[config.mk]
export PLATFORM = sky130hd
export DESIGN_NAME = gmii_tx_top
export DESIGN_NICKNAME = d
export VERILOG_FILES = /design/src/logic/gmii_tx_pkg.sv /design/src/logic/gmii_tx_fetch.sv /design/src/logic/gmii_tx_framer.sv /design/src/logic/gmii_tx_fcs.sv /design/src/logic/gmii_tx_top.sv
export SDC_FILE = /design/constraint.sdc
export NUM_CORES = 1
export LEC_CHECK = 0
export CAP_MARGIN = 20
export CORE_ASPECT_RATIO = 0.7
export CORE_MARGIN = 3
export CORE_UTILIZATION = 26
export DETAILED_ROUTE_END_ITERATION = 12
export DONT_BUFFER_PORTS = 1
export GPL_ROUTABILITY_DRIVEN = 0
export MAX_ROUTING_LAYER = met4
export PLACE_DENSITY_LB_ADDON = 0.25
export SLEW_MARGIN = 10
export SYNTH_ARGS = -nofsm -noshare
export SYNTH_HDL_FRONTEND = slang
export SYNTH_SLANG_ARGS = --single-unit
[constraint.sdc]
create_clock -name tx_master_clk -period 2.91 [get_ports tx_master_clk]
set_input_delay 0.1455 -clock tx_master_clk [delete_from_list [all_inputs] [get_ports tx_master_clk]]
set_output_delay 0.1455 -clock tx_master_clk [all_outputs]
set_load 0.02 [all_outputs]
[src/logic/gmii_tx_pkg.sv]
package gmii_tx_pkg;

    ////////////////////////////////////////////////////////////////////////////
    // widths
    ////////////////////////////////////////////////////////////////////////////

    localparam int LEN_W = 12;          // frame length field in pointer word
    localparam int PTR_W = 16;          // pointer fifo word, length in low bits

    ////////////////////////////////////////////////////////////////////////////
    // line constants
    ////////////////////////////////////////////////////////////////////////////

    localparam logic [7:0] PREAMBLE_BYTE = 8'h55;
    localparam logic [7:0] SFD_BYTE      = 8'hd5;
    localparam int         PREAMBLE_LEN  = 8;   // sfd included
    localparam int         FCS_LEN       = 4;

    localparam logic [31:0] CRC_INIT        = 32'hffff_ffff;
    localparam logic [31:0] CRC_RESIDUE_XOR = 32'hffff_ffff;   // final inversion
    localparam logic [31:0] CRC_POLY        = 32'hedb8_8320;   // reflected 802.3

    // one stream byte between the stages
    typedef struct packed {
        logic       valid;
        logic [7:0] data;
        logic       first;  // first payload byte (fetch) / first preamble byte (framer)
        logic       last;   // last payload byte
    } tx_byte_t;

    ////////////////////////////////////////////////////////////////////////////
    // crc step
    ////////////////////////////////////////////////////////////////////////////

    // one byte into the running crc, lsb first
    function automatic logic [31:0] crc32_byte(
        input logic [31:0] crc,
        input logic [7:0]  data
    );
        logic [31:0] c;
        c = crc;
        for (int i = 0; i < 8; i++) begin
            if (c[0] ^ data[i]) begin
                c = (c >> 1) ^ CRC_POLY;
            end else begin
                c = c >> 1;
            end
        end
        return c;
    endfunction

endpackage

[src/logic/gmii_tx_fetch.sv]
`timescale 1ns/1ps

module gmii_tx_fetch import gmii_tx_pkg::*; (
    input  logic             tx_master_clk,
    input  logic             rstn_mac,
    // normal queue
    input  logic             ptr_fifo_empty,
    input  logic [PTR_W-1:0] ptr_fifo_din,
    output logic             ptr_fifo_rd,
    input  logic [7:0]       data_fifo_din,
    output logic             data_fifo_rd,
    // tte queue
    input  logic             tptr_fifo_empty,
    input  logic [PTR_W-1:0] tptr_fifo_din,
    output logic             tptr_fifo_rd,
    input  logic [7:0]       tdata_fifo_din,
    output logic             tdata_fifo_rd,
    // line side
    input  logic             line_busy,
    output tx_byte_t         fetch_byte
);

    localparam logic [1:0] ST_IDLE = 2'd0;  // wait for a queue and a free line
    localparam logic [1:0] ST_PTR  = 2'd1;  // pointer strobe
    localparam logic [1:0] ST_LEN  = 2'd2;  // pointer word arrives and length is latched
    localparam logic [1:0] ST_DATA = 2'd3;  // one data strobe per cycle

    logic [1:0]       state;
    logic             sel_tte;      // queue of the frame in flight
    logic             wait_line;    // frame launched and line_busy not yet seen
    logic [LEN_W-1:0] len_q;
    logic [LEN_W-1:0] rd_cnt;
    logic             data_rd;
    logic [PTR_W-1:0] ptr_word;
    logic             rd_valid_q;
    logic             rd_first_q;
    logic             rd_last_q;

    assign ptr_word = sel_tte ? tptr_fifo_din : ptr_fifo_din;
    assign data_rd  = (state == ST_DATA);

    assign ptr_fifo_rd   = (state == ST_PTR) && !sel_tte;
    assign tptr_fifo_rd  = (state == ST_PTR) && sel_tte;
    assign data_fifo_rd  = data_rd && !sel_tte;
    assign tdata_fifo_rd = data_rd && sel_tte;

    always_ff @(posedge tx_master_clk or negedge rstn_mac) begin
        if (!rstn_mac) begin
            state     <= ST_IDLE;
            sel_tte   <= 1'b0;
            wait_line <= 1'b0;
            len_q     <= '0;
            rd_cnt    <= '0;
        end else begin
            if (line_busy) begin
                wait_line <= 1'b0;
            end
            case (state)
                ST_IDLE: begin
                    // tte wins whenever it has a frame waiting
                    if (!line_busy && !wait_line && (!tptr_fifo_empty || !ptr_fifo_empty)) begin
                        sel_tte   <= !tptr_fifo_empty;
                        wait_line <= 1'b1;
                        state     <= ST_PTR;
                    end
                end
                ST_PTR: state <= ST_LEN;
                ST_LEN: begin
                    len_q  <= ptr_word[LEN_W-1:0];
                    rd_cnt <= LEN_W'(1);
                    state  <= ST_DATA;
                end
                default: begin
                    if (rd_cnt == len_q) begin
                        state <= ST_IDLE;
                    end else begin
                        rd_cnt <= rd_cnt + 1'b1;
                    end
                end
            endcase
        end
    end

    // data fifo answers one cycle after the strobe
    always_ff @(posedge tx_master_clk or negedge rstn_mac) begin
        if (!rstn_mac) begin
            rd_valid_q <= 1'b0;
            rd_first_q <= 1'b0;
            rd_last_q  <= 1'b0;
        end else begin
            rd_valid_q <= data_rd;
            rd_first_q <= data_rd && (rd_cnt == LEN_W'(1));
            rd_last_q  <= data_rd && (rd_cnt == len_q);
        end
    end

    always_comb begin
        fetch_byte.valid = rd_valid_q;
        fetch_byte.data  = sel_tte ? tdata_fifo_din : data_fifo_din;
        fetch_byte.first = rd_first_q;
        fetch_byte.last  = rd_last_q;
    end

    a_len_nonzero: assert property (@(posedge tx_master_clk) disable iff (!rstn_mac)
        (state == ST_LEN) |=> (len_q != '0));

    // a pointer strobe only goes to a queue that holds a frame
    a_ptr_rd_not_empty: assert property (@(posedge tx_master_clk) disable iff (!rstn_mac)
        !(ptr_fifo_rd && ptr_fifo_empty) && !(tptr_fifo_rd && tptr_fifo_empty));

endmodule

[src/logic/gmii_tx_framer.sv]
`timescale 1ns/1ps

module gmii_tx_framer import gmii_tx_pkg::*; (
    input  logic     tx_master_clk,
    input  logic     rstn_mac,
    input  tx_byte_t fetch_byte,
    output tx_byte_t frame_byte
);

    localparam int LINE_W = 8 * PREAMBLE_LEN;

    // resting contents, first byte out sits in the low byte
    localparam logic [LINE_W-1:0] PREAMBLE_LOAD = {SFD_BYTE, {(PREAMBLE_LEN-1){PREAMBLE_BYTE}}};

    ////////////////////////////////////////////////////////////////////////////
    // delay line
    ////////////////////////////////////////////////////////////////////////////

    logic [LINE_W-1:0]       line_data;
    logic [PREAMBLE_LEN-1:0] line_last;     // last flag per slot
    logic                    draining;      // input done, line still emptying
    logic                    shift;
    logic                    tail_out;      // last payload byte leaves now

    assign shift    = fetch_byte.valid || draining;
    assign tail_out = shift && line_last[0];

    always_ff @(posedge tx_master_clk or negedge rstn_mac) begin
        if (!rstn_mac) begin
            line_data <= PREAMBLE_LOAD;
            line_last <= '0;
            draining  <= 1'b0;
        end else if (tail_out) begin
            // frame gone, preload for the next one
            line_data <= PREAMBLE_LOAD;
            line_last <= '0;
            draining  <= 1'b0;
        end else if (shift) begin
            line_data <= {fetch_byte.data, line_data[LINE_W-1:8]};
            line_last <= {fetch_byte.valid && fetch_byte.last, line_last[PREAMBLE_LEN-1:1]};
            if (fetch_byte.valid && fetch_byte.last) begin
                draining <= 1'b1;
            end
        end
    end

    ////////////////////////////////////////////////////////////////////////////
    // output register
    ////////////////////////////////////////////////////////////////////////////

    always_ff @(posedge tx_master_clk or negedge rstn_mac) begin
        if (!rstn_mac) begin
            frame_byte <= '0;
        end else begin
            frame_byte.valid <= shift;
            frame_byte.data  <= line_data[7:0];
            frame_byte.first <= fetch_byte.valid && fetch_byte.first;  // first 0x55 leaves
            frame_byte.last  <= tail_out;
        end
    end

    // fetch must not start a frame before the previous one has left the line
    a_no_overlap: assert property (@(posedge tx_master_clk) disable iff (!rstn_mac)
        (fetch_byte.valid && fetch_byte.first) |-> !draining);

endmodule

[src/logic/gmii_tx_fcs.sv]
`timescale 1ns/1ps

module gmii_tx_fcs import gmii_tx_pkg::*; #(
    parameter int IFG_CYCLES = 12
) (
    input  logic     tx_master_clk,
    input  logic     rstn_mac,
    input  tx_byte_t frame_byte,
    output logic [7:0] gtx_d,
    output logic     gtx_dv,
    output logic     line_busy
);

    localparam int GAP_W = $clog2(IFG_CYCLES + 1);
    localparam int PRE_W = $clog2(PREAMBLE_LEN + 1);

    localparam logic [1:0] PH_IDLE  = 2'd0;
    localparam logic [1:0] PH_FRAME = 2'd1;    // preamble and payload pass through
    localparam logic [1:0] PH_FCS   = 2'd2;    // crc bytes, lsb first
    localparam logic [1:0] PH_GAP   = 2'd3;    // inter-frame gap

    logic [1:0]       phase;
    logic [PRE_W-1:0] pre_cnt;
    logic [1:0]       fcs_cnt;
    logic [GAP_W-1:0] gap_cnt;
    logic [31:0]      crc;
    logic [31:0]      crc_next;
    logic [31:0]      fcs_sr;
    logic             payload;

    assign payload   = frame_byte.valid && !frame_byte.first && (pre_cnt == PRE_W'(PREAMBLE_LEN));
    assign crc_next  = crc32_byte(crc, frame_byte.data);
    assign line_busy = frame_byte.valid || (phase != PH_IDLE);

    // crc over payload only
    always_ff @(posedge tx_master_clk) begin
        if (frame_byte.valid && frame_byte.first) begin
            crc <= CRC_INIT;
        end else if (payload) begin
            crc <= crc_next;
        end
        if (payload && frame_byte.last) begin
            fcs_sr <= crc_next ^ CRC_RESIDUE_XOR;
        end else if (phase == PH_FCS) begin
            fcs_sr <= fcs_sr >> 8;
        end
    end

    always_ff @(posedge tx_master_clk or negedge rstn_mac) begin
        if (!rstn_mac) begin
            phase   <= PH_IDLE;
            pre_cnt <= '0;
            fcs_cnt <= '0;
            gap_cnt <= '0;
            gtx_dv  <= 1'b0;
            gtx_d   <= '0;
        end else begin
            if (frame_byte.valid) begin
                if (frame_byte.first) begin
                    pre_cnt <= PRE_W'(1);
                end else if (pre_cnt != PRE_W'(PREAMBLE_LEN)) begin
                    pre_cnt <= pre_cnt + 1'b1;
                end
            end
            case (phase)
                PH_IDLE: if (frame_byte.valid && frame_byte.first) phase <= PH_FRAME;
                PH_FRAME: begin
                    if (frame_byte.valid && frame_byte.last) begin
                        fcs_cnt <= '0;
                        phase   <= PH_FCS;
                    end
                end
                PH_FCS: begin
                    fcs_cnt <= fcs_cnt + 1'b1;
                    if (fcs_cnt == 2'(FCS_LEN - 1)) begin
                        gap_cnt <= GAP_W'(IFG_CYCLES);
                        phase   <= PH_GAP;
                    end
                end
                default: begin
                    gap_cnt <= gap_cnt - 1'b1;
                    if (gap_cnt == GAP_W'(1)) phase <= PH_IDLE;
                end
            endcase
            // registered gmii output
            if (frame_byte.valid) begin
                gtx_dv <= 1'b1;
                gtx_d  <= frame_byte.data;
            end else if (phase == PH_FCS) begin
                gtx_dv <= 1'b1;
                gtx_d  <= fcs_sr[7:0];
            end else begin
                gtx_dv <= 1'b0;
                gtx_d  <= '0;
            end
        end
    end

    a_quiet_after_tail: assert property (@(posedge tx_master_clk) disable iff (!rstn_mac)
        frame_byte.valid |-> (phase == PH_IDLE || phase == PH_FRAME));

endmodule

[src/logic/gmii_tx_top.sv]
`timescale 1ns/1ps

module gmii_tx_top import gmii_tx_pkg::*; #(
    parameter int IFG_CYCLES = 12
) (
    input  logic             tx_master_clk,
    input  logic             rstn_mac,
    // normal queue
    output logic             ptr_fifo_rd,
    input  logic [PTR_W-1:0] ptr_fifo_din,
    input  logic             ptr_fifo_empty,
    output logic             data_fifo_rd,
    input  logic [7:0]       data_fifo_din,
    // tte queue
    output logic             tptr_fifo_rd,
    input  logic [PTR_W-1:0] tptr_fifo_din,
    input  logic             tptr_fifo_empty,
    output logic             tdata_fifo_rd,
    input  logic [7:0]       tdata_fifo_din,
    // gmii
    output logic [7:0]       gtx_d,
    output logic             gtx_dv
);

    tx_byte_t fetch_byte;   // payload from the queues
    tx_byte_t frame_byte;   // preamble + payload
    logic     line_busy;

    gmii_tx_fetch u_fetch (
        .tx_master_clk   (tx_master_clk),
        .rstn_mac        (rstn_mac),
        .ptr_fifo_empty  (ptr_fifo_empty),
        .ptr_fifo_din    (ptr_fifo_din),
        .ptr_fifo_rd     (ptr_fifo_rd),
        .data_fifo_din   (data_fifo_din),
        .data_fifo_rd    (data_fifo_rd),
        .tptr_fifo_empty (tptr_fifo_empty),
        .tptr_fifo_din   (tptr_fifo_din),
        .tptr_fifo_rd    (tptr_fifo_rd),
        .tdata_fifo_din  (tdata_fifo_din),
        .tdata_fifo_rd   (tdata_fifo_rd),
        .line_busy       (line_busy),
        .fetch_byte      (fetch_byte)
    );

    gmii_tx_framer u_framer (
        .tx_master_clk (tx_master_clk),
        .rstn_mac      (rstn_mac),
        .fetch_byte    (fetch_byte),
        .frame_byte    (frame_byte)
    );

    gmii_tx_fcs #(
        .IFG_CYCLES (IFG_CYCLES)
    ) u_fcs (
        .tx_master_clk (tx_master_clk),
        .rstn_mac      (rstn_mac),
        .frame_byte    (frame_byte),
        .gtx_d         (gtx_d),
        .gtx_dv        (gtx_dv),
        .line_busy     (line_busy)
    );

endmodule

==> impl_results.md <==
- Final non-filler cell area: around 11,000 µm²
- Remaining number of nets flagged by the antenna check after routing: 0
- Die X: approximately 230 µm
- Simple-gate share of the synthesized area: ~16%
- Leak Pwr: between 0.004 and 0.005 µW
- Avg WL per Cell: 14.0 µm
- Final Instance Count excl. Fillers: roughly 1,400
- Antenna diodes: 0
- CP Capture Type: flop
- Run status: complete, but fails checks
- Total power: 12,000 µW
- Starting utilization of the core area: a little over a quarter
- Setup skew after layout: slightly above 0.008 ns
- Time the worst path needs with I/O delays and setup: 2.29 ns
- Reported max-cap violation count: 0
- Mapped Avg Cell Area: 10.1 µm²
- Master of the slowest instance on the critical path: dfrtp_1
- Detailed-placement wirelength estimate: approximately 12 mm
- Total instance count after detailed placement: about 1,400
- Arrival time worst endpoint: ~2.6 ns
- List of most frequent post-synthesis cells: nand2_1, dfrtp_1, o21ai_0
- Number of DRC markers after the initial detailed-route iteration: between 400 and 500
- Residual DRC count: 0
- Headroom to the max-slew limit: 32.8%
- Total iterations of the first detailed-routing run: 4
- Remaining global-route overflow: 0
- Async S/R FF share, synth: between 60% and 70%
- Post-placement cell area: approximately 10000 µm²
- Quantity of hold-fixing buffers added after cts: 43
- Critical path cell sequence: buf_4, mux2i_1, dlygate4sd3_1, a21oi_1
- Max-slew violation total from the final report: 0
- Most frequently used flop master after synthesis: dfrtp_1
- Worst r2r src: u_fetch.sel_tte
- CTS H-tree lvls: 4
- Worst R2R Path Depth: 4
- Maximum root-to-sink buffer count: 2
- Number of enable flip-flop cells after synthesis: 32
- Sort of element at the start of the critical path: flop
- Reg-to-Reg End: u_fetch.len_q[2]
- YS warnings: 0
- Part of the cycle the worst path needs: 78.5%
- Num ports: 65
- Summed negative setup slack over all endpoints: 0 ns
- Timing-limited maximum frequency: 0.438 GHz
- Cell type with the highest aggregate area in the netlist: dfrtp_1
- Clock-pin transition on the worst setup and hold timing paths: approximately 0.07 ns
- Compound-Gate Fraction of Synth Area: 11.0%
- Worst Path Class, Setup: reg2reg
- Die Outline Area: ~38,000 µm²
- Number of buffers inserted by port buffering: 0
- Synthesis-to-layout area growth: 17.1%
- Worst hold slack across all endpoints: -0.604 ns
- Largest driver fanout on the critical path: 18
- Aggregate global-route resource usage: 11.2%
- Post-DR vias/cell: about 4.4
- Final count of hold timing violations: around 140
- Initial antenna violation count: 0
- Total number of vias: about 6,300
- Post-Synth Adder-Cell Area: between 2 and 2.5%
- Required time worst endpoint: 3.24 ns
- Final net count: 1,010
- Multiplexer share of the synthesized area: ~4.0%
- Area of the core region: around 35,000 µm²
- Post-Syn Instances: 917
- Cell area after synthesis: just over 9000 µm²
- Power Dens Cells: about 1100 nW/µm²
- TritonCTS clock tree: built
- Post-synthesis sequential element count: 200
- Class of the tightest hold or removal check: in2async
- Clock sink total: 200
- Worst Max-Slew Pin Slew: 1.01 ns
- Unrepaired setup endpoints after global routing: no
- Top post-synthesis cells by area: dfrtp_1, edfxtp_1, dfstp_2, nand2_1, dfxtp_1
- Final number of setup-violating endpoints: 0
- Maximum ir drop on the vdd rail: 0.509 mV
- Wire length of the first global-routing pass: around 33 mm
- Xor and xnor fraction of the mapped netlist area: roughly a tenth
- Pin count of the biggest net entering global routing: 137
- TritonCTS Buffers: 17
- Share of cells above drive strength 1: 11.8%
- Most frequently used cell type in the post-synthesis netlist: nand2_1
- Vias in the first global route: just over 6,000
- Die H: 164 µm
- Slowest stage delay, CP: about 0.96 ns
- Combinational family with the most area after synthesis: simple AND/OR/NAND/NOR gates
- Cell at the root of the clock tree: clkbuf_16
- Clock latency reported for the late side of the worst-skew pair: 0.44 ns
- Area share of the largest cell type after synthesis: around 28%
- Slack of the worst reg-to-reg path: roughly 0.62 ns
- Violations in the final reports: negative hold slack
- Distinct cells, synth: 58
- # rows: 57
- Net Count, Synth: around 990
- Total wire length: 20.0 mm
- Register area share after synthesis: 54.6%
==> routing by layer <==
layer,track usage (%),routed length (µm),vias to the layer above
li1,-,-,3174
met1,16.2,10700,3037
met2,15.5,8590,59
met3,2.48,527,18
met4,3.26,250,0
met5,-,0,-
==> critical path, delay by kind of cell, from the launching register on <==
family                 cells  cell delay [ns]
DFF                        1             0.96
AOI/OAI and AO/OA          1             0.07
buffers and inverters      2             0.91
muxes                      1             0.23
==> placed cells by master (no fill, tap or decap), types with 4 or more instances in the layout <==
master         Yosys  final
a21o_1             4      4
a21oi_1           21     21
a22o_1             4      4
a31oi_1            4      4
and2_1             8      8
and3_1             8      8
and4_1             4      4
buf_4              0     21
clkbuf_16          0     17
clkinv_1           1      5
dfrtp_1          103    103
dfstp_2           33     33
dfxtp_1           32     32
dlygate4sd3_1      0     43
edfxtp_1          32     32
ha_1              16     16
inv_1             18     18
mux2_2            12     12
mux2i_1           20     20
nand2_1          220    220
nand2b_1           7      7
nand3_1           24     24
nand4_1            6      6
nor2_1            35     34
nor3_1            12     11
nor4_1             5      5
o211ai_1          14     14
o21ai_0           90     90
o21ai_1            4      4
xnor2_1           42     42
xnor2_2            9      9
xor2_1            23     23
==> registers in the layout, indices dropped and copies added (netlist names), 8 cells and up <==
signal and cells:
u_fetch.rd_cnt 12, u_fcs.gtx_d 8, u_fcs.fcs_sr 32, u_fetch.len_q 12, u_framer.line_last 8, u_framer.frame_byte 11, u_framer.line_data 64, u_fcs.crc 32
==> worst max-delay path by stage <==
stage | startpoint | endpoint | slack [ns]
2_1_floorplan | u_fcs.pre_cnt[0] | u_fcs.fcs_sr[0] | 0.42
3_3_place_gp | u_fcs.pre_cnt[0] | u_fcs.crc[24] | 0.72
3_5_place_dp | u_fcs.pre_cnt[0] | u_fcs.crc[16] | 0.69
4_1_cts | u_fetch.sel_tte | u_framer.line_data[61] | 0.64
5_1_grt | u_fetch.sel_tte | u_fetch.len_q[2] | 0.47
6_report | u_fetch.sel_tte | u_fetch.len_q[2] | 0.62
==> cells by family (layout without fill, tap and decap cells) <==
logic type / Yosys count / in the layout
fa+ha+maj: 16 / 16
flops: 200 / 200
buf+inv: 77 / 115
xor+xnor: 81 / 81
simple gates: 338 / 338
mux: 35 / 35
compound gates: 170 / 170
==> repair_timing <==
| item | 4_1_cts | 5_1_grt |
|---|---|---|
| buffers inserted | 0 | 0 |
| hold endpoints to repair | 158 | 136 |
| gates resized for setup | 0 | 0 |
==> layout make-up <==
type	instances	area, µm²
Inverter	19	71.3
Clock buffer	20	467
Tap cell	472	591
Fill cell	3605	24100
Multi-Input combinational cell	640	3910
Timing Repair Buffer	64	588
Clock inverter	12	145
Sequential cell	200	5050
==> power breakdown <==
group	total [µW]	leakage, µW	internal, µW	switching (µW)
Clock	2500	0.000301	1420	1080
Combinational	4790	0.00210	2050	2740
Sequential	4720	0.00223	4010	711
Total	12000	0.00463	7470	4540
==> metrics by stage <==
stage	utilization [%]	setup slack [ns]	hold WS, ns
after floorplan	-	0.423	-0.150
after CTS	31.0	0.641	-0.633
final	31.0	0.625	-0.604
after global placement	28.0	0.716	-0.147
after global routing	31.0	0.465	-0.635
after detailed placement	28.0	0.691	-0.147
No activity file was read; power rests on OpenSTA's default activity.
